--- config.mk ---
export PLATFORM = sky130hd
export DESIGN_NAME = word_memory
export DESIGN_NICKNAME = d
export VERILOG_FILES = /design/src/source/chip_pkg.sv /design/src/source/word_memory.sv
export SDC_FILE = /design/constraint.sdc
export NUM_CORES = 2
export LEC_CHECK = 0
export BUFFER_PORTS_ARGS = -buffer_cell sky130_fd_sc_hd__buf_2
export CAP_MARGIN = 5
export CORE_AREA = 5 5 403 405
export CTS_CLUSTER_SIZE = 12
export DETAILED_ROUTE_END_ITERATION = 7
export DIE_AREA = 0 0 408 410
export GPL_TIMING_DRIVEN = 1
export PLACE_DENSITY_LB_ADDON = 0.15
export RECOVER_POWER = 50
export SLEW_MARGIN = 25
export SYNTH_ARGS = -nofsm -noshare
export SYNTH_HDL_FRONTEND = slang
export SYNTH_SLANG_ARGS = --single-unit
--- constraint.sdc ---
create_clock -name clk -period 5.6 [get_ports clk]
set_input_delay 1.4 -clock clk [delete_from_list [all_inputs] [get_ports clk]]
set_output_delay 1.4 -clock clk [all_outputs]
set_load 0.01 [all_outputs]
--- src/source/chip_pkg.sv ---
`default_nettype none

package chip_pkg;

	// ~~~~~~~~~~~~~~~~~~~~~~~~~~~~~~~~~~~~~~~
	// timing and sizes
	// ~~~~~~~~~~~~~~~~~~~~~~~~~~~~~~~~~~~~~~~
	localparam int CLKS_PER_BIT = 16;
	localparam int RESET_HOLD_CYCLES = 15;
	localparam int INST_ADDR_BITS = 6;
	localparam int MAIN_ADDR_BITS = 8;
	localparam int FIFO_DEPTH_BITS = 4; // sixteen entries per uart buffer.

	// ~~~~~~~~~~~~~~~~~~~~~~~~~~~~~~~~~~~~~~~
	// instruction set
	// ~~~~~~~~~~~~~~~~~~~~~~~~~~~~~~~~~~~~~~~
	typedef enum logic [7:0] {
		OP_LDI = 8'h01,
		OP_ADDI = 8'h02,
		OP_LD = 8'h03,
		OP_ST = 8'h04,
		OP_OUT = 8'h05,
		OP_BNZ = 8'h06,
		OP_HALT = 8'h00 // erased memory reads as halt.
	} opcode_t;

	typedef struct packed {
		opcode_t opcode;
		logic [7:0] unused;
		logic [15:0] operand; // sign extended by LDI and ADDI.
	} instr_t;

	// ~~~~~~~~~~~~~~~~~~~~~~~~~~~~~~~~~~~~~~~
	// bus payloads
	// ~~~~~~~~~~~~~~~~~~~~~~~~~~~~~~~~~~~~~~~
	typedef logic [7:0] uart_byte_t;

	typedef struct packed {
		logic [31:0] addr;
		logic [31:0] data;
	} mem_write_t;

	typedef struct packed {
		uart_byte_t data;
		logic frame_error;
	} rx_entry_t;

	typedef struct packed {
		logic loader_reset;
		logic loaded;
		logic halted;
		logic tx_pending;
		logic tx_seen;
		logic lost;
		logic rx_pending;
		logic rx_seen;
	} debug_t;

endpackage

`default_nettype wire

--- src/source/word_memory.sv ---
`default_nettype none

module word_memory import chip_pkg::*; #(
	parameter int ADDR_BITS = INST_ADDR_BITS
) (
	input wire logic clk,
	input wire logic chip_reset,
	input wire mem_write_t write_req,
	input wire logic write_valid,
	output logic write_ready,
	input wire logic [31:0] read_addr,
	input wire logic read_valid,
	output logic [31:0] read_data,
	output logic read_ready
);

	logic [31:0] mem [2 ** ADDR_BITS];

	always_ff @(posedge clk) begin
		if (chip_reset) begin
			write_ready <= 1'b0;
			read_ready <= 1'b0;
		end else begin
			write_ready <= 1'b1;
			read_ready <= read_valid; // response follows a request by one cycle.
		end
	end

	// upper address bits are ignored, so addresses wrap at the depth.
	always_ff @(posedge clk) begin
		if (write_valid && write_ready)
			mem[write_req.addr[ADDR_BITS-1:0]] <= write_req.data;
		if (read_valid)
			read_data <= mem[read_addr[ADDR_BITS-1:0]];
	end

endmodule

`default_nettype wire

==> reports/metrics.csv <==
stage,metric,value,unit
outcome,outcome,"complete, but fails checks",
outcome,violations,"max-capacitance violations, max-slew violations",
worst_setup_path,rr_worst_depth,4,
global_route,grt_first_pass_wirelength,279000,um
route,drt_iter0_drc,4571,
global_route,grt_start_max_net_pins,95,
route,first_pass_iters,5,
run,maxCapViolations,33,
timing,tightest_slew,3490,ps
pwr,ir_worst_vdd,0.305,mV
place,hpwlAfterDp,112000,um
clock_network,cts_hold_buf,0,
min_path,min_path_cells,2,
global_route,first_global_vias,38200,
floorplanning,pin_count,134,
place,place_congestion,0.794,
floorplanning,start_util,0.497,
global_route,antenna_found_initial,21,
worst_setup_path,criticalPathCategory,input port to flop,
pwr,leakage,27.4,nW
clock_network,cts_buffer_depth,3,
yosys,synth_xor_area_frac,0,
clock_network,cts_setup_buffers,0,
timing,clock_skew,29.4,ps
yosys,ys_types,37,
worst_setup_path,path_buf_inv,2,
global_route,grt_usage,0.233,
yosys,synth_compound_area_frac,0.0209,
timing,final_max_slew_viol_count,2114,
clock_network,tritoncts,built,
yosys,synth_top_family_by_area,multiplexers,
finish,final_area,88900,um^2
clock_network,cts_buffers,207,
yosys,yosysWarnings,0,
route,ant_nets,0,
clock_network,cts_sinks,2082,
floorplanning,num_rows,146,
place,port_buffers,81,
finish,drive_above_1_share,0.285,
pwr,power.density,353,nW/um^2
place,place_ws,1230,ps
yosys,syn_area,78600,um^2
timing,setup_viol,0,
worst_setup_path,required,5690,ps
timing,rsz0062_at_grt,false,
floorplanning,fp.dieH,410,um
min_path,hold_path.class,input port to flop,
route,avgRoutedWirePerCell,33.4,um
place,placed_cells,5475,
timing,period_minus_slack,3900,ps
route,vias,36700,
yosys,syn_avg_cell_area,23.6,um^2
yosys,synthSimpleGateAreaFrac,0.0125,
worst_setup_path,critPathMaxStageDelay,2430,ps
clock_network,clk_pin_slew,60,ps
clock_network,cts_resized,0,
finish,final_common_cell,edfxtp_1,
worst_setup_path,arrival,3990,ps
clock_network,clock_latency,820,ps
timing,clock.fmax,0.256,GHz
worst_setup_path,critPathLaunchType,input port,
floorplanning,die_w,408,um
worst_setup_path,worst_setup_path_end_kind,flop,
global_route,overflow,0,
yosys,ys_seq_area_frac,0.795,
floorplanning,core_region_area,158000,um^2
yosys,synthCells,3326,
timing,setup_slack,1700,ps
clock_network,htree_levels,4,
clock_network,cts-root-buf,clkbuf_16,
worst_setup_path,path_max_fanout,64,
finish,final_cell_mix,"edfxtp_1 (2080), mux4_2 (522), clkbuf_16 (210)",
route,routed_wl,195000,um
timing,finalCritPeriodShare,0.697,
finish,fin_nets,3712,
yosys,synthAdderAreaFrac,0,
worst_setup_path,cp_slowest_cell,clkbuf_1,
yosys,synth_seq_cells,2082,
place,place_area,82900,um^2
floorplanning,dieArea,167000,um^2
finish,fin_cells,5827,
finish,area_growth_syn_to_layout,13.1,%
timing,tns,0,ps
worst_setup_path,path_delay_family,buffers and inverters,
worst_setup_path,crit_cells,2,
timing,hold_viol_final,0,
yosys,syn-num-nets,3426,
yosys,synthMuxAreaShare,0.159,
worst_setup_path,path_cells,buf_2 > clkbuf_1,
timing,relSlewSlack,-1.33,
route,drc,0,
route,drt-vias-per-instance,6.31,
cells by family (layout without fill, tap and decap cells):
group | count (synthesis) | after routing
buf+inv | 186 | 607
simple gates | 211 | 211
mux | 595 | 595
flops | 2082 | 2082
compound gates | 252 | 252
other cells | 0 | 8
sequential cells by signal, indices dropped and copies added, names as in the netlist:
register     flops
read_data       32
write_ready      1
read_ready       1
mem           2048
Yosys cell counts:
cell	count	area share
nand2b_1	6	0.00048
mux4_2	522	0.15
or3_1	4	0.00032
buf_4	41	0.0039
buf_2	54	0.0034
dfxtp_1	2	0.00051
nand2_1	17	0.00081
nand3b_1	6	0.00057
mux2i_1	60	0.0076
buf_1	8	0.00038
or2_2	3	0.00024
or3b_2	3	0.00033
clkbuf_4	1	0.000096
edfxtp_1	2080	0.79
mux2_2	13	0.0019
nor2b_1	7	0.00056
a2111oi_0	1	0.00011
nand3_1	15	0.00096
nor2_1	111	0.0053
or3b_1	1	0.00011
a211oi_1	7	0.00067
o21ai_0	26	0.0017
buf_6	7	0.0010
nor4_1	18	0.0014
o22ai_1	130	0.010
o221ai_1	24	0.0027
and2_1	1	0.000080
nor3_1	15	0.00096
o22a_1	18	0.0020
a22oi_1	14	0.0013
o221a_1	1	0.00014
a21oi_1	30	0.0019
or4_1	2	0.00019
and3_1	2	0.00016
clkbuf_1	72	0.0034
a31oi_1	1	0.000080
inv_1	3	0.00014
worst reg2reg max path: cells and delay by family, from the launching register on:
family,cells,cell delay (ps)
AND/OR/NAND/NOR,3,1760
buffers and inverters,1,550
flip-flops,1,330
power breakdown:
group          internal, mW  leakage [nW]  switching, mW
combinational         0.537          5.69          0.925
clock                  7.13          2.92           5.54
sequential             17.3          18.7         0.0199
total                  24.9          27.4           6.48
area by class of cell:
cell class / count / area, um^2
inverters: 3 / 11.3
repair buffers: 260 / 2090
multi-input cells: 1058 / 15600
clock buffers: 285 / 5550
well taps: 2072 / 2590
flip-flops and latches: 2082 / 62500
clock inverters: 59 / 515
diodes: 8 / 20.0
fillers: 11400 / 69100
through the flow:
| step | util | power [mW] | hold WS, ps |
|---|---|---|---|
| after global placement | 0.525 | 19.0 | 957 |
| after floorplan | - | 18.3 | 853 |
| after detailed placement | 0.525 | 19.1 | 969 |
| final | 0.563 | 31.4 | 755 |
| after CTS | 0.563 | 31.6 | 695 |
| after global routing | 0.562 | 32.4 | 732 |
metal layers:
layer | up-vias | GRT usage | share of wire
met2 | 1576 | 0.378 | 0.49
met3 | 272 | 0.0434 | 0.080
met4 | 12 | 0.0556 | 0.023
li1 | 14900 | - | -
met5 | - | 0 | 0.00038
met1 | 20000 | 0.335 | 0.41
final timing paths:
check | end | from | slack, ps
max reg2reg | mem[3][6]$_DFFE_PP_ | write_ready$_DFF_P_ | 2560
min | write_ready$_DFF_P_ | chip_reset | 750
max | mem[10][8]$_DFFE_PP_ | write_req[8] | 1700
min reg2reg | read_data[18]$_DFFE_PP_ | mem[62][18]$_DFFE_PP_ | 1000
Note: power is estimated with default switching activity, not from simulation.
