## config.mk

```make
export PLATFORM = sky130hd
export DESIGN_NAME = uart_transmitter
export DESIGN_NICKNAME = d
export VERILOG_FILES = /design/src/source/chip_pkg.sv /design/src/source/uart_transmitter.sv
export SDC_FILE = /design/constraint.sdc
export NUM_CORES = 1
export LEC_CHECK = 0
export BUFFER_PORTS_ARGS = -buffer_cell sky130_fd_sc_hd__buf_2
export CAP_MARGIN = 20
export CORE_MARGIN = 5
export CORE_UTILIZATION = 35
export CTS_BUF_LIST = sky130_fd_sc_hd__clkbuf_4 sky130_fd_sc_hd__clkbuf_8
export DETAILED_ROUTE_END_ITERATION = 7
export GPL_TIMING_DRIVEN = 0
export REMOVE_ABC_BUFFERS = 1
export SYNTH_ARGS = -nofsm -noshare
export SYNTH_HDL_FRONTEND = slang
export SYNTH_SLANG_ARGS = --single-unit
```

## constraint.sdc

```tcl
create_clock -name clk -period 1.61 [get_ports clk]
set_input_delay 0.322 -clock clk [delete_from_list [all_inputs] [get_ports clk]]
set_output_delay 0.322 -clock clk [all_outputs]
set_load 0.005 [all_outputs]
```

## src/source/chip_pkg.sv

```systemverilog
`default_nettype none

package chip_pkg;

	// ~~~~~~~~~~~~~~~~~~~~~~~~~~~~~~~~~~~~~~~
	// timing and sizes
	// ~~~~~~~~~~~~~~~~~~~~~~~~~~~~~~~~~~~~~~~
	localparam int CLKS_PER_BIT = 16;
	localparam int RESET_HOLD_CYCLES = 15;
	localparam int INST_ADDR_BITS = 6;
	localparam int MAIN_ADDR_BITS = 8;
	localparam int FIFO_DEPTH_BITS = 4; // sixteen entries per uart buffer.

	// ~~~~~~~~~~~~~~~~~~~~~~~~~~~~~~~~~~~~~~~
	// instruction set
	// ~~~~~~~~~~~~~~~~~~~~~~~~~~~~~~~~~~~~~~~
	typedef enum logic [7:0] {
		OP_LDI = 8'h01,
		OP_ADDI = 8'h02,
		OP_LD = 8'h03,
		OP_ST = 8'h04,
		OP_OUT = 8'h05,
		OP_BNZ = 8'h06,
		OP_HALT = 8'h00 // erased memory reads as halt.
	} opcode_t;

	typedef struct packed {
		opcode_t opcode;
		logic [7:0] unused;
		logic [15:0] operand; // sign extended by LDI and ADDI.
	} instr_t;

	// ~~~~~~~~~~~~~~~~~~~~~~~~~~~~~~~~~~~~~~~
	// bus payloads
	// ~~~~~~~~~~~~~~~~~~~~~~~~~~~~~~~~~~~~~~~
	typedef logic [7:0] uart_byte_t;

	typedef struct packed {
		logic [31:0] addr;
		logic [31:0] data;
	} mem_write_t;

	typedef struct packed {
		uart_byte_t data;
		logic frame_error;
	} rx_entry_t;

	typedef struct packed {
		logic loader_reset;
		logic loaded;
		logic halted;
		logic tx_pending;
		logic tx_seen;
		logic lost;
		logic rx_pending;
		logic rx_seen;
	} debug_t;

endpackage

`default_nettype wire

```

## src/source/uart_transmitter.sv

```systemverilog
`default_nettype none

module uart_transmitter import chip_pkg::*; (
	input wire logic clk,
	input wire logic chip_reset,
	input wire uart_byte_t byte_in,
	input wire logic byte_valid,
	output logic byte_ready,
	output logic tx
);

	logic busy;
	logic [8:0] shift; // data bits still to send, then the stop bit.
	logic [3:0] bit_idx;
	logic [$clog2(CLKS_PER_BIT)-1:0] tick;

	assign byte_ready = !busy;

	always_ff @(posedge clk) begin
		if (!busy && byte_valid)
			shift <= {1'b1, byte_in};
		else if (busy && tick == CLKS_PER_BIT - 1)
			shift <= {1'b1, shift[8:1]};
	end

	always_ff @(posedge clk) begin
		if (chip_reset) begin
			busy <= 1'b0;
			tx <= 1'b1;
			bit_idx <= '0;
			tick <= '0;
		end else if (!busy) begin
			if (byte_valid) begin
				busy <= 1'b1;
				tx <= 1'b0; // start bit.
				bit_idx <= '0;
				tick <= '0;
			end
		end else if (tick == CLKS_PER_BIT - 1) begin
			tick <= '0;
			if (bit_idx == 4'd9) begin
				busy <= 1'b0;
			end else begin
				tx <= shift[0];
				bit_idx <= bit_idx + 1'b1;
			end
		end else begin
			tick <= tick + 1'b1;
		end
	end

	a_idle_high: assert property (@(posedge clk) disable iff (chip_reset)
		!busy |-> tx)
		else $error("tx line low while idle");

endmodule

`default_nettype wire

```

==> metrics.md <==
| Metric | Value |
|---|---|
| Die extent in x | `a little over 60 um` |
| Rows | `18` |
| Rel. slew slack | `73.1%` |
| IO buf count | `12` |
| Layout Cells excl Fill | `136` |
| Total Routing Usage GR | `10.2%` |
| Min Tclk post-route | `1.49 ns` |
| Fmax | `0.670 GHz` |
| Startpoint Class | `flip-flop` |
| Hpwl dp | `1160 um` |
| CTS sink cnt | `18` |
| Dpl cells | `between 100 and 150` |
| Post-synth ARST share | `0%` |
| Most frequent cells in the layout | `nand2_1, buf_2, dfxtp_1` |
| # nets final | `121` |
| DR vias | `a little under 700` |
| Worst Setup EP | `bit_idx[3]$_SDFFE_PP0P_` |
| Syn Inst Count | `94` |
| Initial antenna violation count | `0` |
| Vias in the first global route | `~590` |
| Clock Latency Late Sink | `0.29 ns` |
| Final period util | `just over 90%` |
| Placement Cell Area | `a little under 1000 um^2` |
| ANT cells | `0` |
| Hold Fails Final Rpt | `0` |
| Unrepaired setup endpoints after global routing | `false` |
| Routability cong. | `0.750` |
| CTS Buf Count | `3` |
| Gr ovfl total | `0` |
| Drt initial violations | `28` |
| Yosys cell types | `33` |
| CP startpoint | `tick[0]$_SDFFE_PP0P_` |
| Final instance area | `1000 um^2` |
| First-pass GRT wire length | `2720 um` |
| Dominant synthesized flop cell | `dfxtp_1` |
| P&R area growth vs syn | `12.5%` |
| Routed len/inst | `11.9 um` |
| HP Class | `in2reg` |
| Most common cell after layout, fill and taps aside | `nand2_1` |
| Pleak | `0.423 nW` |
| Setup CP Type | `reg2reg` |
| CP arrival | `roughly 1.7 ns` |
| Final wirelength | `1610 um` |
| Core area | `2450 um^2` |
| Synth Area per Inst | `9.48 um^2` |
| Hold_sp | `byte_in[7]` |
| Worst-Margin Slew | `0.402 ns` |
| Largest net degree at the start of global routing | `17` |
| Vias per Instance | `5.06` |
| Die Footprint | `3650 um^2` |
| Util after Layout | `40.8%` |
| Antenna Violating Nets Remaining | `0` |
| Reg-to-Reg Start | `tick[0]$_SDFFE_PP0P_` |
| Max IR drop VDD | `0.406 mV` |
| DRT Pass-1 Iters | `4` |
| R2R cell count | `4` |
| Total power | `about 860 uW` |
| CTS H-tree depth | `1` |
| Post-synth EDFFs | `8` |
| Worst R2R End | `bit_idx[3]$_SDFFE_PP0P_` |
| Clock Path Buffers | `2` |
| Slew Limit Fails | `0` |
| Die Y | `60.5 um` |
| Share of cells above drive strength 1 | `between 20% and 30%` |
| Synth Warn # | `0` |
| MaxCap Viol Count | `0` |
| Area of the multi-input gates | `422 um^2` |
| CP endpoint kind | `flip-flop` |
| Status | `finished clean` |
| Total of fill cells in the finished design | `254` |
| # IOs | `13` |
| Max FO, Critical Path | `6` |
| Sequential area share after synthesis | `about half` |
| Final Setup Violations | `0` |
| CTS tree | `yes` |
| Flop2flop setup slack | `0.12 ns` |
| Req. time, crit path | `1.78 ns` |
| Root buffer cell | `clkbuf_4` |
| Reg area | `442 um^2` |
| DRC Markers | `0` |
| Max Clock Skew | `0.00347 ns` |
| Mapped Area | `around 900 um^2` |
| P per Cell Area | `roughly 860 nW/um^2` |
| Reg clk slew, reported paths | `around 0.10 ns` |
| Starting density of the core | `36.3%` |
| Register bit total from synthesis | `18` |
==> per-stage QoR <==
| step | worst slack (ns) | hold WS, ns | TNS (ns) |
|---|---|---|---|
| after floorplan | 0.225 | 0.391 | 0 |
| after global placement | -0.0631 | 0.477 | -0.537 |
| after detailed placement | -0.0880 | 0.488 | -0.776 |
| after CTS | 0.00808 | 0.285 | 0 |
| after global routing | 0.0128 | 0.272 | 0 |
| final | 0.117 | 0.290 | 0 |
==> timing repair <==
item | 4_1_cts | 5_1_grt
hold buffers | 0 | 0
buffers inserted | 0 | 0
endpoints found under the setup margin | 9 | 9
gates resized for setup | 1 | 3
==> logic make-up after synthesis <==
logic type,count (synthesis),synth area share (%)
AO/OA/AOI/OAI,16,12.8
adder cells (fa/ha/maj),3,4.21
buffers and inverters,7,4.07
flip-flops,18,49.4
multiplexers,3,3.37
AND/OR/NAND/NOR,47,26.1
==> critical path: stages, from the launching register on <==
cell and delay [ns]:
dfxtp_1 0.41, ha_1 0.28, nand4_1 0.23, a21oi_4 0.30
o221ai_1 0.15
==> area by class of cell <==
cell class	count	share of cell area, %
clock buffer	4	3.00
inverter	3	1.12
multi-input combinational	69	42.1
sequential	18	44.1
tap	30	3.75
timing repair buffer	12	5.99
==> flip-flops by register name (all words and copies together), names as in the netlist <==
signal	cells
tick	4
tx	1
shift	8
bit_idx	4
busy	1
==> cell usage after synthesis (3+ instances only) <==
master     n  share of area (%)
nand2_1   26                 11
dfxtp_1   10                 22
edfxtp_1   8                 27
a21oi_1    5                2.8
ha_1       3                4.2
mux2i_1    3                3.4
nor2_1     3                1.3
nor2b_1    3                2.1
or3_1      3                2.1
==> metal layers <==
layer | GRT usage [%] | routed length [um] | share of wire [%] | vias up
met1 | 13.9 | 807 | 50 | 313
met4 | 5.57 | 39 | 2.4 | 0
li1 | - | - | - | 358
met3 | 2.55 | 91 | 5.6 | 4
met2 | 14.8 | 676 | 42 | 13
met5 | 0 | 0 | 0 | -
==> report_power, final <==
group,internal [mW],switching [mW],leakage [nW]
clock network,0.113,0.131,0.0184
registers,0.506,0.0185,0.157
logic,0.0406,0.0538,0.247
==> how the worst min path moves through the flow <==
stage | endpoint | slack [ns] | depth (start not counted)
floorplan | tick[0]$_SDFFE_PP0P_ | 0.39 | 1
global placement | bit_idx[1]$_SDFFE_PP0P_ | 0.48 | 2
detailed placement | bit_idx[1]$_SDFFE_PP0P_ | 0.49 | 2
CTS | shift[7]$_SDFFCE_PN1P_ | 0.29 | 2
global route | shift[7]$_SDFFCE_PN1P_ | 0.27 | 2
finish | shift[7]$_SDFFCE_PN1P_ | 0.29 | 2
No activity file was read; power rests on OpenSTA's default activity.
