$ cat src/source/chip_pkg.sv
`default_nettype none

package chip_pkg;

	// ~~~~~~~~~~~~~~~~~~~~~~~~~~~~~~~~~~~~~~~
	// timing and sizes
	// ~~~~~~~~~~~~~~~~~~~~~~~~~~~~~~~~~~~~~~~
	localparam int CLKS_PER_BIT = 16;
	localparam int RESET_HOLD_CYCLES = 15;
	localparam int INST_ADDR_BITS = 6;
	localparam int MAIN_ADDR_BITS = 8;
	localparam int FIFO_DEPTH_BITS = 4; // sixteen entries per uart buffer.

	// ~~~~~~~~~~~~~~~~~~~~~~~~~~~~~~~~~~~~~~~
	// instruction set
	// ~~~~~~~~~~~~~~~~~~~~~~~~~~~~~~~~~~~~~~~
	typedef enum logic [7:0] {
		OP_LDI = 8'h01,
		OP_ADDI = 8'h02,
		OP_LD = 8'h03,
		OP_ST = 8'h04,
		OP_OUT = 8'h05,
		OP_BNZ = 8'h06,
		OP_HALT = 8'h00 // erased memory reads as halt.
	} opcode_t;

	typedef struct packed {
		opcode_t opcode;
		logic [7:0] unused;
		logic [15:0] operand; // sign extended by LDI and ADDI.
	} instr_t;

	// ~~~~~~~~~~~~~~~~~~~~~~~~~~~~~~~~~~~~~~~
	// bus payloads
	// ~~~~~~~~~~~~~~~~~~~~~~~~~~~~~~~~~~~~~~~
	typedef logic [7:0] uart_byte_t;

	typedef struct packed {
		logic [31:0] addr;
		logic [31:0] data;
	} mem_write_t;

	typedef struct packed {
		uart_byte_t data;
		logic frame_error;
	} rx_entry_t;

	typedef struct packed {
		logic loader_reset;
		logic loaded;
		logic halted;
		logic tx_pending;
		logic tx_seen;
		logic lost;
		logic rx_pending;
		logic rx_seen;
	} debug_t;

endpackage

`default_nettype wire

$ cat src/source/uart_receiver.sv
`default_nettype none

module uart_receiver import chip_pkg::*; (
	input wire logic clk,
	input wire logic chip_reset,
	input wire logic rx,
	output rx_entry_t entry,
	output logic entry_valid,
	input wire logic entry_ready,
	output logic lost
);

	typedef enum logic [1:0] {S_IDLE, S_START, S_DATA, S_STOP} state_t;

	state_t state;
	logic rx_meta;
	logic rx_sync;
	logic rx_prev;
	logic [$clog2(CLKS_PER_BIT)-1:0] tick;
	logic [2:0] bit_idx;
	uart_byte_t shift;
	logic pending;

	// a byte is offered only when it framed cleanly and the buffer has room.
	assign entry_valid = pending && !entry.frame_error && entry_ready;

	always_ff @(posedge clk) begin
		if (chip_reset) begin
			rx_meta <= 1'b1;
			rx_sync <= 1'b1;
			rx_prev <= 1'b1;
		end else begin
			rx_meta <= rx;
			rx_sync <= rx_meta;
			rx_prev <= rx_sync;
		end
	end

	always_ff @(posedge clk) begin
		if (state == S_DATA && tick == CLKS_PER_BIT - 1)
			shift <= {rx_sync, shift[7:1]}; // lowest bit arrives first.
		if (state == S_STOP && tick == CLKS_PER_BIT - 1) begin
			entry.data <= shift;
			entry.frame_error <= !rx_sync;
		end
	end

	always_ff @(posedge clk) begin
		if (chip_reset) begin
			state <= S_IDLE;
			tick <= '0;
			bit_idx <= '0;
			pending <= 1'b0;
			lost <= 1'b0;
		end else begin
			pending <= 1'b0;
			if (pending && (entry.frame_error || !entry_ready))
				lost <= 1'b1;
			case (state)
				S_IDLE: begin
					tick <= '0;
					if (rx_prev && !rx_sync)
						state <= S_START;
				end
				S_START: begin
					if (tick == CLKS_PER_BIT / 2 - 1) begin
						tick <= '0;
						bit_idx <= '0;
						state <= rx_sync ? S_IDLE : S_DATA; // a glitch is not a start bit.
					end else begin
						tick <= tick + 1'b1;
					end
				end
				S_DATA: begin
					if (tick == CLKS_PER_BIT - 1) begin
						tick <= '0;
						bit_idx <= bit_idx + 1'b1;
						if (bit_idx == 3'd7)
							state <= S_STOP;
					end else begin
						tick <= tick + 1'b1;
					end
				end
				default: begin
					if (tick == CLKS_PER_BIT - 1) begin
						pending <= 1'b1;
						state <= S_IDLE;
					end else begin
						tick <= tick + 1'b1;
					end
				end
			endcase
		end
	end

endmodule

`default_nettype wire

$ cat config.mk
export PLATFORM = sky130hd
export DESIGN_NAME = uart_receiver
export DESIGN_NICKNAME = d
export VERILOG_FILES = /design/src/source/chip_pkg.sv /design/src/source/uart_receiver.sv
export SDC_FILE = /design/constraint.sdc
export NUM_CORES = 1
export LEC_CHECK = 0
export ABC_AREA = 1
export BUFFER_PORTS_ARGS = -buffer_cell sky130_fd_sc_hd__buf_2
export CORE_ASPECT_RATIO = 1.25
export CORE_UTILIZATION = 35
export CTS_BUF_LIST = sky130_fd_sc_hd__clkbuf_2
export CTS_CLUSTER_SIZE = 30
export DETAILED_ROUTE_END_ITERATION = 8
export HOLD_SLACK_MARGIN = 0.06
export PLACE_DENSITY = 0.62
export SLEW_MARGIN = 10
export SYNTH_ARGS = -nofsm -noshare
export SYNTH_HDL_FRONTEND = slang
export SYNTH_SLANG_ARGS = --single-unit
$ cat constraint.sdc
create_clock -name clk -period 1.65 [get_ports clk]
set_input_delay 0.165 -clock clk [delete_from_list [all_inputs] [get_ports clk]]
set_output_delay 0.165 -clock clk [all_outputs]
set_load 0.005 [all_outputs]
==> results of run 1 <==
logic make-up after synthesis:
logic type | count (synthesis)
AND/OR/NAND/NOR | 46
adder cells (fa/ha/maj) | 3
XOR/XNOR | 1
flip-flops | 31
AO/OA/AOI/OAI | 13
buffers and inverters | 10
worst max-delay path, stage by stage, from the launching register on:
cell and delay (ns):
dfxtp_1 0.42, ha_1 0.21, nand3_1 0.12, nor3_2 0.23, buf_4 0.22
per-layer routing:
layer	GRT usage, %	part of all wire [%]
met1	14.2	45
met2	18.4	48
met3	7.53	5.0
met4	7.89	1.9
met5	0	0
metrics by stage:
stage,utilization [%],area (µm²)
floorplan,-,1180
global placement,40.8,1300
detailed placement,40.8,1300
CTS,43.4,1390
global route,43.6,1390
finish,43.6,1390
Yosys cell counts:
cell	instances
edfxtp_1	17
nand2_1	17
dfxtp_1	14
nor2_1	10
inv_1	6
o21ai_0	6
inv_2	4
nand3_1	4
ha_1	3
nand2_2	3
nor3_1	3
a21boi_0	2
a21oi_1	2
nor2_2	2
or2_2	2
nand3_2	1
nand3b_1	1
nand4_1	1
nor2_4	1
nor3b_1	1
o211ai_1	1
o21a_1	1
o21bai_1	1
xor2_1	1
registers in the layout (all words and copies together) (netlist names):
signal / flops
shift: 8
rx_sync: 1
rx_prev: 1
state: 2
rx_meta: 1
pending: 1
bit_idx: 3
lost: 1
tick: 4
entry: 9
worst paths after layout:
path                                      startpoint                 end  slack [ns]  cells after the start
worst min register to register    rx_meta$_SDFF_PP1_  rx_sync$_SDFF_PP1_        0.43                      1
worst max-delay path            tick[0]$_SDFFE_PP0P_  entry[6]$_DFFE_PP_        0.17                      4
worst max register to register  tick[0]$_SDFFE_PP0P_  entry[6]$_DFFE_PP_        0.17                      4
worst min-delay path                     entry_ready   lost$_SDFFE_PP0P_        0.13                      4
layout make-up:
class	instances	area, µm²
Fill cell	286	1800
Sequential cell	31	791
Multi-Input combinational cell	63	352
Timing Repair Buffer	17	97.6
Tap cell	37	46.3
Inverter	10	41.3
Clock inverter	3	38.8
Clock buffer	5	25.0
power by group:
group          internal (mW)  switching [mW]  total (mW)
Clock                  0.250           0.254       0.503
Combinational         0.0849           0.161       0.246
Sequential             0.843          0.0463       0.890
timing repair:
action                     in CTS  in global routing
setup buffers                   0                  0
hold endpoints to repair        4                  0
setup endpoints to repair       0                  8
hold buffers                    2                  0
resized for setup               0                  1
==> flow_summary_export.csv, run 1 <==
group,metric,value,unit
status,outcome,"finished clean",
cts,cts_tree,"done",
sta,final.setup.worst_slack,0.168,ns
detailed_routing,drcViolationCount,0,
setup_path,arrival,1.57,ns
die,rows,23,
sta,setup_tns,0,ns
detailed_routing,drt_iter0_markers,15,
setup_path,crit_fanout,8,
power_and_ir_drop,ir_drop,0.754,mV
synth,synthMuxAreaShare,0,%
cts,htree_levels,2,
synth,synthAdderAreaFrac,3.19,%
detailed_routing,dr.pass1.iters,4,
setup_path,critPathRequiredTime,1.73,ns
power_and_ir_drop,cellLeakagePower,0.564,nW
global_routing,antenna_found_initial,0,
sta,clock-skew-final,0.0100,ns
run,cap_viol_max_count,0,
global_routing,grt_max_degree,11,
cts,clkLatencyLatePin,0.36,ns
synth,synth_compound_area_share,6.60,%
synth,synth_area,1170,µm²
sta,period_share,89.8,%
synth,synth.distinct_cells,24,
global_routing,grt-ovfl-total,0,
synth,yosys_register_bits,31,
sta,tightest_slew,0.352,ns
cells_and_area,layout_common_cells,"17 x nand2_1, 17 x edfxtp_1, 14 x dfxtp_1, 14 x buf_2, 10 x nor2_1",
global_routing,grt_pass1_vias,734,
cells_and_area,fin_cells,166,
cells_and_area,drive_gt1_share,28.7,%
detailed_routing,wl_per_cell,11.0,µm
synth,synthTopCellsByArea,"edfxtp_1 43%, dfxtp_1 24%, nand2_1 5.4%, ha_1 3.2%, nor2_1 3.2%",
synth,synth_top_family_by_area,"simple AND/OR/NAND/NOR gates",
cells_and_area,layout.nets,135,
sta,finalSetupViolCount,0,
sta,min_period,1.48,ns
worst_hold_path,hold_class,"in -> reg",
synth,synth-simple-area-share,19.0,%
sta,finalHoldViolCount,0,
placed_design,gp_congestion,0.863,
power_and_ir_drop,total_power,1.64,mW
detailed_routing,routed_via_density,4.72,
die,die_y,66.8,µm
synth,synth_top_area_share,43.5,%
cts,cts_buffer_depth,2,
cts,clkSlewWorstSetupHoldPaths,0.16,ns
cts,cts_sinks,31,
placed_design,pre_cts_slack,0.139,ns
sta,hold_ws,0.132,ns
setup_path,startpoint_type,"register",
die,initial_utilization,36.8,%
die,core,3190,µm²
detailed_routing,ant_nets,0,
synth,synthXorXnorAreaFrac,0.745,%
synth,yosys_warnings,0,
global_routing,grt.total_usage,12.8,%
sta,slew_viol_final,0,
synth,avgSynthCellArea,11.3,µm²
sta,fmax,675,MHz
die,dieArea,3590,µm²
die,fp.dieW,53.8,µm
cts,cts_root_buffer,"clkbuf_2",
synth,ys_seq_area_share,67.3,%
cells_and_area,antenna_cells,0,
placed_design,placed_cells_incl_taps,156,
sta,slew_headroom,76.3,%
detailed_routing,wirelength,1.82,mm
placed_design,portBuffers,14,
setup_path,worst_setup_path_end_kind,"register",
power_and_ir_drop,power.density,1180,nW/µm²
placed_design,dp_hpwl,1.33,mm
detailed_routing,route.vias.total,784,
sta,rsz0062_at_grt,"false",
setup_path,critPathKind,"reg -> reg",
synth,synth_top_area_cell,"edfxtp_1",
cts,cts_buffers,5,
die,io_pins,15,
synth,syn-instance-count,104,
synth,synth_nets,111,
global_routing,grt_pass1_wl,3.12,mm
cells_and_area,syn_to_final_growth,18.4,%
Note: power is estimated with default switching activity, not from simulation.
==> run 2, diff against run 1 <==
--- a/config.mk
+++ b/config.mk
@@ -12,6 +12,7 @@
 export CTS_BUF_LIST = sky130_fd_sc_hd__clkbuf_2
 export CTS_CLUSTER_SIZE = 30
 export DETAILED_ROUTE_END_ITERATION = 8
+export GPL_TIMING_DRIVEN = 0
 export HOLD_SLACK_MARGIN = 0.06
 export PLACE_DENSITY = 0.62
 export SLEW_MARGIN = 10
==> run 2 against run 1 <==
Non-clock buffer count is 2 higher. Setup slack gained 0.035 ns. Worst hold slack gained 0.025 ns. Final area is 0.27% lower. Clock-buffer cell count increased by 1. Clock power is 29% lower. Sequential share of layout area rose by 0.15 points.
==> flow_summary_export.csv, run 2 (synthesized netlist as in run 1, its figures left out) <==
group,metric,value,unit
cells_and_area,drive_gt1_share,29.8,%
cts,cts_buffer_depth,2,
placed_design,portBuffers,14,
setup_path,crit_fanout,8,
cts,cts_root_buffer,"clkbuf_2",
power_and_ir_drop,cellLeakagePower,0.577,nW
die,io_pins,15,
setup_path,cp.depth,5,
setup_path,r2r-start,"tick[0]$_SDFFE_PP0P_",
placed_design,pre_cts_slack,-0.0567,ns
placed_design,dp_hpwl,1.36,mm
detailed_routing,drcViolationCount,0,
global_routing,grt_pass1_wl,3.04,mm
setup_path,critPathKind,"reg -> reg",
setup_path,startpoint_type,"register",
sta,fmax,691,MHz
detailed_routing,drt_iter0_markers,11,
cells_and_area,layout_common_cells,"17 x nand2_1, 17 x edfxtp_1, 14 x dfxtp_1, 14 x buf_2, 10 x nor2_1",
cts,cts_sinks,31,
die,core,3190,µm²
worst_hold_path,hold_class,"in -> reg",
sta,slew_viol_final,0,
setup_path,cpPeakStageDelay,0.41,ns
cts,cts_buffers,5,
die,fp.dieW,53.8,µm
global_routing,grt-ovfl-total,0,
die,die_y,66.8,µm
setup_path,crit_start,"tick[0]$_SDFFE_PP0P_",
setup_path,cpMaxStageDelayCell,"dfxtp_1",
die,rows,23,
status,outcome,"finished clean",
power_and_ir_drop,ir_drop,0.461,mV
setup_path,crit_path_cell_trace,"ha_1, nand2_1, nor2_2, nand2_2, clkinvlp_4",
cells_and_area,utilization,43.4,%
global_routing,grt_pass1_vias,723,
sta,finalSetupViolCount,0,
cells_and_area,layout.nets,137,
setup_path,r2r-end,"shift[4]$_DFFE_PP_",
power_and_ir_drop,power.density,1080,nW/µm²
detailed_routing,dr.pass1.iters,4,
die,initial_utilization,36.8,%
sta,min_period,1.45,ns
global_routing,grt_max_degree,11,
run,cap_viol_max_count,0,
global_routing,antenna_found_initial,0,
detailed_routing,wl_per_cell,11.4,µm
placed_design,gp_congestion,0.699,
setup_path,critPathRequiredTime,1.73,ns
sta,tightest_slew,0.397,ns
sta,final.setup.worst_slack,0.203,ns
cts,htree_levels,2,
detailed_routing,route.vias.total,777,
setup_path,endpoint,"shift[4]$_DFFE_PP_",
sta,period_share,87.7,%
setup_path,worst-path-buf-inv,1,
cells_and_area,top_register,"entry",
cts,clkLatencyLatePin,0.37,ns
cts,cts_tree,"done",
setup_path,reg2reg_depth,5,
detailed_routing,routed_via_density,4.63,
setup_path,crit_family,"flip-flops",
cells_and_area,top_regs,"entry (9), shift (8), tick (4)",
sta,slew_headroom,73.2,%
cts,clkSlewWorstSetupHoldPaths,0.15,ns
detailed_routing,ant_nets,0,
cells_and_area,largest_register_ffs,9,
sta,rsz0062_at_grt,"false",
setup_path,arrival,1.52,ns
detailed_routing,wirelength,1.92,mm
setup_path,worst_setup_path_end_kind,"register",
setup_path,rrSetupSlack,0.20,ns
sta,finalHoldViolCount,0,
cells_and_area,syn_to_final_growth,18.1,%
sta,clock-skew-final,0.0147,ns
global_routing,grt.total_usage,12.6,%
die,dieArea,3590,µm²
cells_and_area,antenna_cells,0,
[run 2: changes by cell type in the layout (fill, tap and decap cells not counted), sizes merged]
cell | before | now
buf | 15 | 17
clkbuf | 5 | 6
bufinv | 1 | 0
[run 2: per-layer routing]
| metal | global-route usage (%) | vias up | wire length [µm] |
|---|---|---|---|
| met5 | 0 | - | 0 |
| met4 | 10.9 | 0 | 67 |
| met3 | 4.11 | 8 | 77 |
| met2 | 19.4 | 15 | 958 |
| met1 | 13.3 | 348 | 816 |
| li1 | - | 406 | - |
[run 2: worst min-delay path by stage]
stage / slack (ns) / end / startpoint / cells past startpoint
6_report: 0.16 / lost$_SDFFE_PP0P_ / entry_ready / 4
5_1_grt: 0.24 / lost$_SDFFE_PP0P_ / entry_ready / 4
4_1_cts: 0.14 / lost$_SDFFE_PP0P_ / entry_ready / 4
3_5_place_dp: 0.35 / rx_meta$_SDFF_PP1_ / rx / 2
3_3_place_gp: 0.35 / rx_meta$_SDFF_PP1_ / rx / 2
2_1_floorplan: 0.23 / lost$_SDFFE_PP0P_ / chip_reset / 1
[run 2: worst min-delay path: stages]
cell     delay (ns)
buf_2          0.08
inv_1          0.04
o21ai_0        0.15
a21oi_1        0.06
[run 2: power breakdown]
group          internal (mW)  total, mW  switching [mW]
logic                 0.0859      0.258           0.172
clock network          0.104      0.356           0.252
registers              0.843      0.890          0.0470
[run 2: cell type report]
class	count	area (µm²)
timing repair buffer	19	113
inverter	10	41.3
fill	299	1810
tap	37	46.3
multi-input combinational	63	358
sequential	31	791
clock inverter	2	8.76
clock buffer	6	30.0
[run 2: through the flow]
step | instance area (µm²) | total power, mW | setup TNS [ns] | hold WS, ns | cells
6_report | 1390 | 1.50 | 0 | 0.157 | 168
5_1_grt | 1390 | 1.59 | 0 | 0.243 | 168
4_1_cts | 1360 | 1.52 | 0 | 0.137 | 165
3_5_place_dp | 1300 | 1.15 | -0.515 | 0.354 | 155
3_3_place_gp | 1300 | 1.14 | -0.342 | 0.350 | 155
2_1_floorplan | 1180 | 1.10 | 0 | 0.234 | 104
[run 2: timing repair]
| action | in CTS | in global routing |
|---|---|---|
| hold buffers | 2 | 0 |
| pin swaps | 0 | 1 |
| endpoints found under the setup margin | 10 | 9 |
| setup buffers | 0 | 3 |
| hold endpoints to repair | 4 | 0 |
| cloned | 0 | 0 |
| gates resized for setup | 1 | 1 |
