--- config.mk ---
export PLATFORM = sky130hd
export DESIGN_NAME = sync_fifo
export DESIGN_NICKNAME = d
export VERILOG_FILES = /design/src/source/chip_pkg.sv /design/src/source/sync_fifo.sv
export SDC_FILE = /design/constraint.sdc
export NUM_CORES = 1
export LEC_CHECK = 0
export ABC_AREA = 1
export BUFFER_PORTS_ARGS = -buffer_cell sky130_fd_sc_hd__buf_2
export CORE_MARGIN = 3
export CORE_UTILIZATION = 49
export CTS_CLUSTER_DIAMETER = 40
export CTS_CLUSTER_SIZE = 30
export DETAILED_ROUTE_END_ITERATION = 7
export PLACE_DENSITY = 0.68
export REMOVE_ABC_BUFFERS = 1
export SLEW_MARGIN = 25
export SYNTH_ARGS = -nofsm -noshare
export SYNTH_HDL_FRONTEND = slang
export SYNTH_SLANG_ARGS = --single-unit
--- constraint.sdc ---
create_clock -name clk -period 1.7 [get_ports clk]
set_clock_uncertainty 0.05 [all_clocks]
set_input_delay 0.085 -clock clk [delete_from_list [all_inputs] [get_ports clk]]
set_output_delay 0.085 -clock clk [all_outputs]
set_load 0.005 [all_outputs]
--- src/source/chip_pkg.sv ---
`default_nettype none

package chip_pkg;

	// ~~~~~~~~~~~~~~~~~~~~~~~~~~~~~~~~~~~~~~~
	// timing and sizes
	// ~~~~~~~~~~~~~~~~~~~~~~~~~~~~~~~~~~~~~~~
	localparam int CLKS_PER_BIT = 16;
	localparam int RESET_HOLD_CYCLES = 15;
	localparam int INST_ADDR_BITS = 6;
	localparam int MAIN_ADDR_BITS = 8;
	localparam int FIFO_DEPTH_BITS = 4; // sixteen entries per uart buffer.

	// ~~~~~~~~~~~~~~~~~~~~~~~~~~~~~~~~~~~~~~~
	// instruction set
	// ~~~~~~~~~~~~~~~~~~~~~~~~~~~~~~~~~~~~~~~
	typedef enum logic [7:0] {
		OP_LDI = 8'h01,
		OP_ADDI = 8'h02,
		OP_LD = 8'h03,
		OP_ST = 8'h04,
		OP_OUT = 8'h05,
		OP_BNZ = 8'h06,
		OP_HALT = 8'h00 // erased memory reads as halt.
	} opcode_t;

	typedef struct packed {
		opcode_t opcode;
		logic [7:0] unused;
		logic [15:0] operand; // sign extended by LDI and ADDI.
	} instr_t;

	// ~~~~~~~~~~~~~~~~~~~~~~~~~~~~~~~~~~~~~~~
	// bus payloads
	// ~~~~~~~~~~~~~~~~~~~~~~~~~~~~~~~~~~~~~~~
	typedef logic [7:0] uart_byte_t;

	typedef struct packed {
		logic [31:0] addr;
		logic [31:0] data;
	} mem_write_t;

	typedef struct packed {
		uart_byte_t data;
		logic frame_error;
	} rx_entry_t;

	typedef struct packed {
		logic loader_reset;
		logic loaded;
		logic halted;
		logic tx_pending;
		logic tx_seen;
		logic lost;
		logic rx_pending;
		logic rx_seen;
	} debug_t;

endpackage

`default_nettype wire

--- src/source/sync_fifo.sv ---
`default_nettype none

module sync_fifo import chip_pkg::*; #(
	parameter type payload_t = uart_byte_t,
	parameter int DEPTH_BITS = FIFO_DEPTH_BITS
) (
	input wire logic clk,
	input wire logic chip_reset,
	input wire payload_t push_data,
	input wire logic push_valid,
	output logic push_ready,
	output payload_t pop_data,
	output logic pop_valid,
	input wire logic pop_ready,
	output logic [DEPTH_BITS:0] count
);

	payload_t mem [2 ** DEPTH_BITS];
	logic [DEPTH_BITS-1:0] rd_ptr;
	logic [DEPTH_BITS-1:0] wr_ptr;
	logic do_push;
	logic do_pop;

	assign push_ready = !count[DEPTH_BITS]; // the top bit is only set when full.
	assign pop_valid = (count != 0);
	assign pop_data = mem[rd_ptr];
	assign do_push = push_valid && push_ready;
	assign do_pop = pop_valid && pop_ready;

	always_ff @(posedge clk) begin
		if (do_push)
			mem[wr_ptr] <= push_data;
	end

	always_ff @(posedge clk) begin
		if (chip_reset) begin
			rd_ptr <= '0;
			wr_ptr <= '0;
			count <= '0;
		end else begin
			if (do_push)
				wr_ptr <= wr_ptr + 1'b1;
			if (do_pop)
				rd_ptr <= rd_ptr + 1'b1;
			if (do_push && !do_pop)
				count <= count + 1'b1;
			else if (do_pop && !do_push)
				count <= count - 1'b1;
		end
	end

	a_count_bound: assert property (@(posedge clk) disable iff (chip_reset)
		count <= (2 ** DEPTH_BITS))
		else $error("fifo count above depth");

endmodule

`default_nettype wire

==> metrics.md, run 1 <==
| Metric | Value |
|---|---|
| Core area | 12700 sq um |
| Fraction of layout cells with a size suffix above 1 | ~22% |
| Hold path endpoint | mem[0][1] |
| Reg clk slew, reported paths | about 0.06 ns |
| Critical path class | flop to primary output |
| Register bit total from synthesis | 145 |
| Critical path fanouts, max | 17 |
| Outcome | finished, violations left |
| Class of the worst hold path | input port to flop |
| Routability congestion estimate | 0.840 |
| Die height | approximately 120 microns |
| H-tree depth | 4 |
| Synthesized area per cell | between 9 and 10 sq um |
| Worst-skew pair later-pin latency | about 0.42 ns |
| Buf+Inv Stages, Crit Path | 3 |
| Floorplan row count | slightly above 40 |
| Total wire length | between 10000 and 15000 microns |
| Detail Route Antenna Nets | 0 |
| Hold_sp | push_data[1] |
| Hold path cells | 1 |
| Mapped Area | about 6400 sq um |
| Part of the cycle the worst path needs | 109% |
| CP max stage cell | dfxtp_4 |
| Cell mode on critical path | nand3_1 |
| Seq. cell area | approximately 4200 sq um |
| Area growth from synthesis to layout | 24.6% |
| Total GRT Usage | 21.0% |
| Arr. time, crit path | roughly 1.7 ns |
| Final WS setup | -0.154 ns |
| Congestion Overflow GR | 0 |
| # IOs | 27 |
| Hold Vio Cnt, Final | 0 |
| RSZ-0062 raised after global routing | yes |
| Syn Inst Count | 651 |
| Initial antenna violation count | 0 |
| Placed inst area | 6960 sq um |
| Ant diodes | 0 |
| Max IR drop VDD | a little over 0.9 mV |
| Max-cap viol count | 0 |
| Synth area leader | edfxtp_1 |
| Max clock buf depth | 2 |
| Post-route cell area | 8030 sq um |
| Routed WL per cell | between 15 and 20 microns |
| Fill cell count | ~1100 |
| Synth top area share | about three fifths |
| 1st-pass router iterations | 6 |
| Vias | approximately 4600 |
| Synth cell types | 21 |
| Hold_ws | roughly 0.016 ns |
| Fmax | roughly 540 MHz |
| Worst R2R Path Depth | 13 |
| RR Endpoint | count[4] |
| Power Density | approximately 1400 nW/um^2 |
| Max Slew Vio Count | 0 |
| Rel. slew slack | about four fifths |
| CP required | between 1.5 and 2 ns |
| Pwr Total | approximately 0.011 W |
| Reg2Reg Setup Slack | -0.07 ns |
| Endpoints failing setup | 9 |
| Yosys warning count | 0 |
| Failing checks | setup timing |
| CTS tree | built |
| Die ar. | around 15000 sq um |
| Overall die width | 121 microns |
| Post-layout net count | 746 |
| HPWL after detailed placement | about 8800 microns |
| Sink Count | between 100 and 150 |
| Worst-path cell chain | inv_8, buf_16, nand2_1, nand3_1, nand3_1, nand3_1, nand2_1, buf_2 |
| IO buf count | 26 |
| R2R Path Start | count[0] |
| Delay-heaviest family, CP | simple AND/OR/NAND/NOR gates |
| CTS buffer count | 17 |
| Crit-path max cell delay | 0.45 ns |
| Worst slew pin tran | between 0.3 and 0.4 ns |
| Initial Utilization | around half |
| Drt first-iter violations | 315 |
| Vias per cell | between 5 and 6 |
| DRC violations left | 0 |
| Register area share after synthesis | roughly two thirds |
| Crit. End Element | primary output |
| Vias in the first global route | between 4000 and 5000 |
| Tmin final | around 1.9 ns |
| First-pass GRT wire length | ~23000 microns |
| LEAKAGE | about 3.5 nW |
| Largest net degree at the start of global routing | 33 |
| Multi-input gate area | between 1500 and 2000 sq um |
| CTS root buf | clkbuf_16 |
| Synth area leaders | edfxtp_1 60%, nand2_1 11%, nand3_1 8.2%, inv_1 6.7%, dfxtp_1 5.3% |
| Startpoint Class | flop |
## power breakdown
part           total [W]  internal, W  switching [W]
Combinational    0.00368      0.00161        0.00207
Clock            0.00355      0.00214        0.00141
Sequential       0.00421      0.00408       0.000130
Total             0.0114      0.00784        0.00361
## area by class of cell
type                            instances  area share (%)
Clock buffer                           17            5.30
Clock inverter                         15            1.78
Multi-Input combinational cell        365            23.4
Sequential cell                       145            52.2
Tap cell                              172            2.68
Timing Repair Buffer                   78            9.00
Inverter                              117            5.62
## kinds of logic after synthesis
kind of cell | count (synthesis) | synth area share (%)
AOI/OAI and AO/OA | 11 | 0.854
xor gates and xnor gates | 3 | 0.408
adders and majority gates | 10 | 2.06
buffers and inverters | 141 | 9.45
DFF | 145 | 64.9
and+or+nand+nor | 341 | 22.3
## synth_stat cells
library cell and count:
dfxtp_1 17, nor2_4 1, nand2_4 1, a21oi_1 6, xor2_1 3, buf_6 7
nand3_2 1, fa_1 1, buf_4 3, inv_2 2, inv_1 115, nor2_1 35
ha_1 9, nand3_1 106, o21ai_0 5, buf_2 13, nand2_1 195, or2_2 1
nor3_1 1, clkbuf_1 1, edfxtp_1 128
## flip-flops by register name, indices dropped and copies added, names as in the netlist, named ones only
signal / flops
count: 5
rd_ptr: 4
mem: 128
wr_ptr: 4
## how the worst max path moves through the flow
stage          startpoint     endpoint  slack (ns)  depth (start not counted)
6_report             flop  pop_data[6]       -0.15                          8
5_1_grt              flop  pop_data[6]       -0.25                          8
3_3_place_gp     count[1]     count[4]       -0.18                         11
4_1_cts              flop  pop_data[4]       -0.12                          9
2_1_floorplan        flop  pop_data[6]       -0.91                          6
3_5_place_dp     count[1]     count[4]       -0.26                         12
## worst reg2reg max path, cell delays in order, from the launching register on
cell	delay (ns)
dfxtp_2	0.32
nor2_2	0.11
nand3_2	0.12
nand2_4	0.09
ha_4	0.15
inv_6	0.05
fa_2	0.36
nand2_2	0.09
nand2_2	0.06
nand2_2	0.08
nand3_2	0.07
nand3_2	0.07
nand2_1	0.06
inv_1	0.04
## cell usage in the layout, fill, tap and decap left out, types with 5 or more instances in the layout
cell type  synthesis  routed
a21oi_1            6       5
buf_12             0       7
buf_2             13      25
buf_4              3      36
clkbuf_16          0      18
clkinv_2           0       5
dfxtp_1           17      12
edfxtp_1         128     128
ha_1               9       5
inv_1            115     114
nand2_1          195     186
nand2_2            0       9
nand3_1          106      79
nand3_2            1      28
nor2_1            35      33
## metal layers
layer  part of all wire [%]  global-route usage [%]  wire length, microns  vias up
met2                     51                    36.4                  7370      173
met5                      0                       0                     0        -
met3                    6.8                    4.63                   983       34
met1                     40                    25.3                  5790     2121
met4                    2.8                    9.14                   404        0
li1                       -                       -                     -     2242
## through the flow
| step | setup slack (ns) | util [%] | std cells | TNS, ns |
|---|---|---|---|---|
| after floorplan | -0.913 | - | 627 | -7.91 |
| after global placement | -0.180 | 54.7 | 865 | -0.446 |
| after detailed placement | -0.264 | 54.7 | 865 | -0.658 |
| after CTS | -0.119 | 62.5 | 907 | -0.960 |
| after global routing | -0.246 | 63.1 | 909 | -1.87 |
| final | -0.154 | 63.1 | 909 | -0.916 |
## repair_timing
action,4_1_cts,5_1_grt
hold buffers,3,0
setup buffers,3,1
hold endpoints to repair,23,0
gates resized for setup,61,14
pin swaps,15,13
setup endpoints to repair,12,12
gates cloned,4,1
Power figures use the tool's default switching activity.
==> run 2: changes to the inputs <==
--- a/config.mk
+++ b/config.mk
@@ -8,2 +8,3 @@
 export ABC_AREA = 1
+export ABC_CLOCK_PERIOD_IN_PS = 1700
 export BUFFER_PORTS_ARGS = -buffer_cell sky130_fd_sc_hd__buf_2
==> constraint.sdc (replaced) <==
create_clock -name clk -period 1.7 [get_ports clk]
set_clock_uncertainty 0.05 [all_clocks]
set_input_delay 0.17 -clock clk [delete_from_list [all_inputs] [get_ports clk]]
set_output_delay 0.17 -clock clk [all_outputs]
set_load 0.005 [all_outputs]
==> run 2 against run 1 <==
Against the previous run: the run still ends with setup timing left; largest power group unchanged; worst setup slack worse by 0.093 ns; critical path type unchanged; combinational power shrank 1%; sequential share of layout area increased by 0.074 points; non-clock buffer count rose by 1; critical path depth shrank 1; core utilization shrank 0.11 points; flip-flop and latch count is the same; maximum frequency is 4.8% lower; sequential power hardly changed.
==> metrics.md, run 2 (same netlist as run 1, synthesis figures left out) <==
| Metric | Value |
|---|---|
| Outcome | finished, violations left |
| Failing checks | setup timing |
| Most common cell after layout, fill and taps aside | nand2_1 |
| Pwr Total | 0.0116 W |
| Floorplan row count | 41 |
| CP max stage cell | dfxtp_4 |
| Biggest register | mem |
| CTS root buf | clkbuf_16 |
| Startpoint Class | flop |
| Max reg flops | roughly 130 |
| Worst slew pin tran | between 0.3 and 0.4 ns |
| Sink Count | about 150 |
| # IOs | 27 |
| Top flop regs | mem: 128 flops, count: 5 flops |
| Crit. End Element | primary output |
| Worst-path cell chain | buf_6, nand2_1, nand3_1, nand3_2, nand3_1, nand2_1, buf_2 |
| Initial Utilization | 50.7% |
| Clock share of power | ~33% |
| Area growth from synthesis to layout | 24.4% |
| Core area | about 13000 sq um |
| Routed WL per cell | between 15 and 20 microns |
| Reg clk slew, reported paths | approximately 0.060 ns |
| Worst-skew pair later-pin latency | between 0.4 and 0.5 ns |
| Overall die width | between 100 and 150 microns |
| Post-layout net count | approximately 750 |
| CTS buffer count | 17 |
| Most frequent cells in the layout | 189 x nand2_1, 128 x edfxtp_1, 114 x inv_1, 90 x nand3_1, 37 x buf_4 |
| Fill cell count | just over 1000 |
| Sw Pwr | between 0.003 and 0.004 W |
| Crit-path max cell delay | 0.45 ns |
| Reg2Reg Setup Slack | -0.05 ns |
| Combinational group share of total power | a little under a third |
| Detail Route Antenna Nets | 0 |
| Endpoints failing setup | 10 |
| Ant diodes | 0 |
| Vias in the first global route | 4522 |
| Sw frac | a little under a third |
| Hold_ws | 0.0441 ns |
| LEAKAGE | 3.53 nW |
| Setup TNS | -1.65 ns |
| Max-cap viol count | 0 |
| Total GRT Usage | a little over a fifth |
| Die ar. | around 15000 sq um |
| Hold Vio Cnt, Final | 0 |
| Max IR drop VDD | 0.884 mV |
| Arr. time, crit path | between 1.5 and 2 ns |
| Vias | about 4700 |
| CP required | between 1 and 1.5 ns |
| Drt first-iter violations | just over 400 |
| Die height | about 120 microns |
| Tmin final | 1.95 ns |
| DRC violations left | 0 |
| Max clock buf depth | 2 |
| Rel. slew slack | between 70% and 80% |
| Critical path class | flop to primary output |
| HPWL after detailed placement | about 9000 microns |
| 1st-pass router iterations | 7 |
| Routability congestion estimate | 0.830 |
| Initial antenna violation count | 0 |
| First-pass GRT wire length | between 20000 and 25000 microns |
| Fraction of layout cells with a size suffix above 1 | between 20 and 25% |
| Final WS setup | -0.247 ns |
| H-tree depth | 4 |
| Reg power frac | 36.2% |
| Fmax | about 510 MHz |
| Vias per cell | 5.11 |
| Power Density | around 1500 nW/um^2 |
| Critical path fanouts, max | 15 |
| Inst Count DP | approximately 870 |
| Class of the worst hold path | input port to flop |
| RSZ-0062 raised after global routing | yes |
| IO buf count | 26 |
| CTS tree | built |
| P_int | roughly 0.0081 W |
| Total wire length | ~15000 microns |
| Congestion Overflow GR | 0 |
| Max Slew Vio Count | 0 |
| Largest net degree at the start of global routing | 33 |
| Final non-filler cell total | a little over 900 |
| Part of the cycle the worst path needs | 115% |
-- run 2: cell count changes in the layout (fill, tap and decap cells not counted), sizes merged --
cell	previous run	this run
buf	74	76
clkinv	9	4
bufinv	2	0
clkbuf	18	29
clkinvlp	2	1
dlygate4sd3	3	1
inv	119	117
-- run 2: path summary, 6_finish.rpt --
check             startpoint     endpoint  depth (start not counted)
setup reg to reg    count[1]     count[4]                         13
setup / recovery        flop  pop_data[7]                          7
hold / removal     pop_ready         flop                          3
hold reg to reg    wr_ptr[2]    wr_ptr[2]                          2
-- run 2: layout make-up --
| cell class | count | area (sq um) | share of cell area (%) |
|---|---|---|---|
| Multi-Input combinational cell | 365 | 1820 | 22.7 |
| Inverter | 117 | 452 | 5.63 |
| Tap cell | 172 | 215 | 2.68 |
| Clock buffer | 27 | 599 | 7.48 |
| Sequential cell | 145 | 4190 | 52.3 |
| Timing Repair Buffer | 79 | 706 | 8.80 |
| Clock inverter | 5 | 31.3 | 0.390 |
-- run 2: critical path: cells and delay by family, from the launching register on --
kind	cells	cell delay, ns
AND/OR/NAND/NOR	5	0.51
buffers and inverters	2	0.33
flip-flops	1	0.45
-- run 2: repair_timing --
| action | in CTS | in global routing |
|---|---|---|
| buffers inserted | 3 | 2 |
| endpoints found under the hold margin | 4 | 0 |
| gates resized for setup | 38 | 18 |
| hold buffers | 1 | 0 |
| endpoints found under the setup margin | 12 | 12 |
| cloned | 2 | 3 |
| pin swaps | 14 | 8 |
-- run 2: power groups by stage --
| stage | Clock [W] | Combinational, W | Sequential [W] |
|---|---|---|---|
| floorplan | 0 | 0.00148 | 0.00439 |
| global placement | 0 | 0.00275 | 0.00424 |
| detailed placement | 0 | 0.00284 | 0.00425 |
| CTS | 0.00383 | 0.00330 | 0.00419 |
| global route | 0.00402 | 0.00399 | 0.00423 |
| finish | 0.00379 | 0.00364 | 0.00421 |
-- run 2: per-stage QoR --
step                      area (sq um)  utilization [%]  setup WS [ns]
final                             8020             63.0         -0.247
after global routing              8020             63.0         -0.342
after CTS                         7860             61.8         -0.207
after detailed placement          6990             54.9         -0.243
after global placement            6990             54.9         -0.188
after floorplan                   6270                -         -0.998
-- run 2: routing by layer --
| layer | global-route usage [%] | vias up | routed length [microns] |
|---|---|---|---|
| met2 | 35.3 | 146 | 7500 |
| met1 | 25.2 | 2241 | 5970 |
| met4 | 11.0 | 0 | 452 |
| met5 | 0 | - | 0 |
| met3 | 4.49 | 32 | 727 |
| li1 | - | 2234 | - |
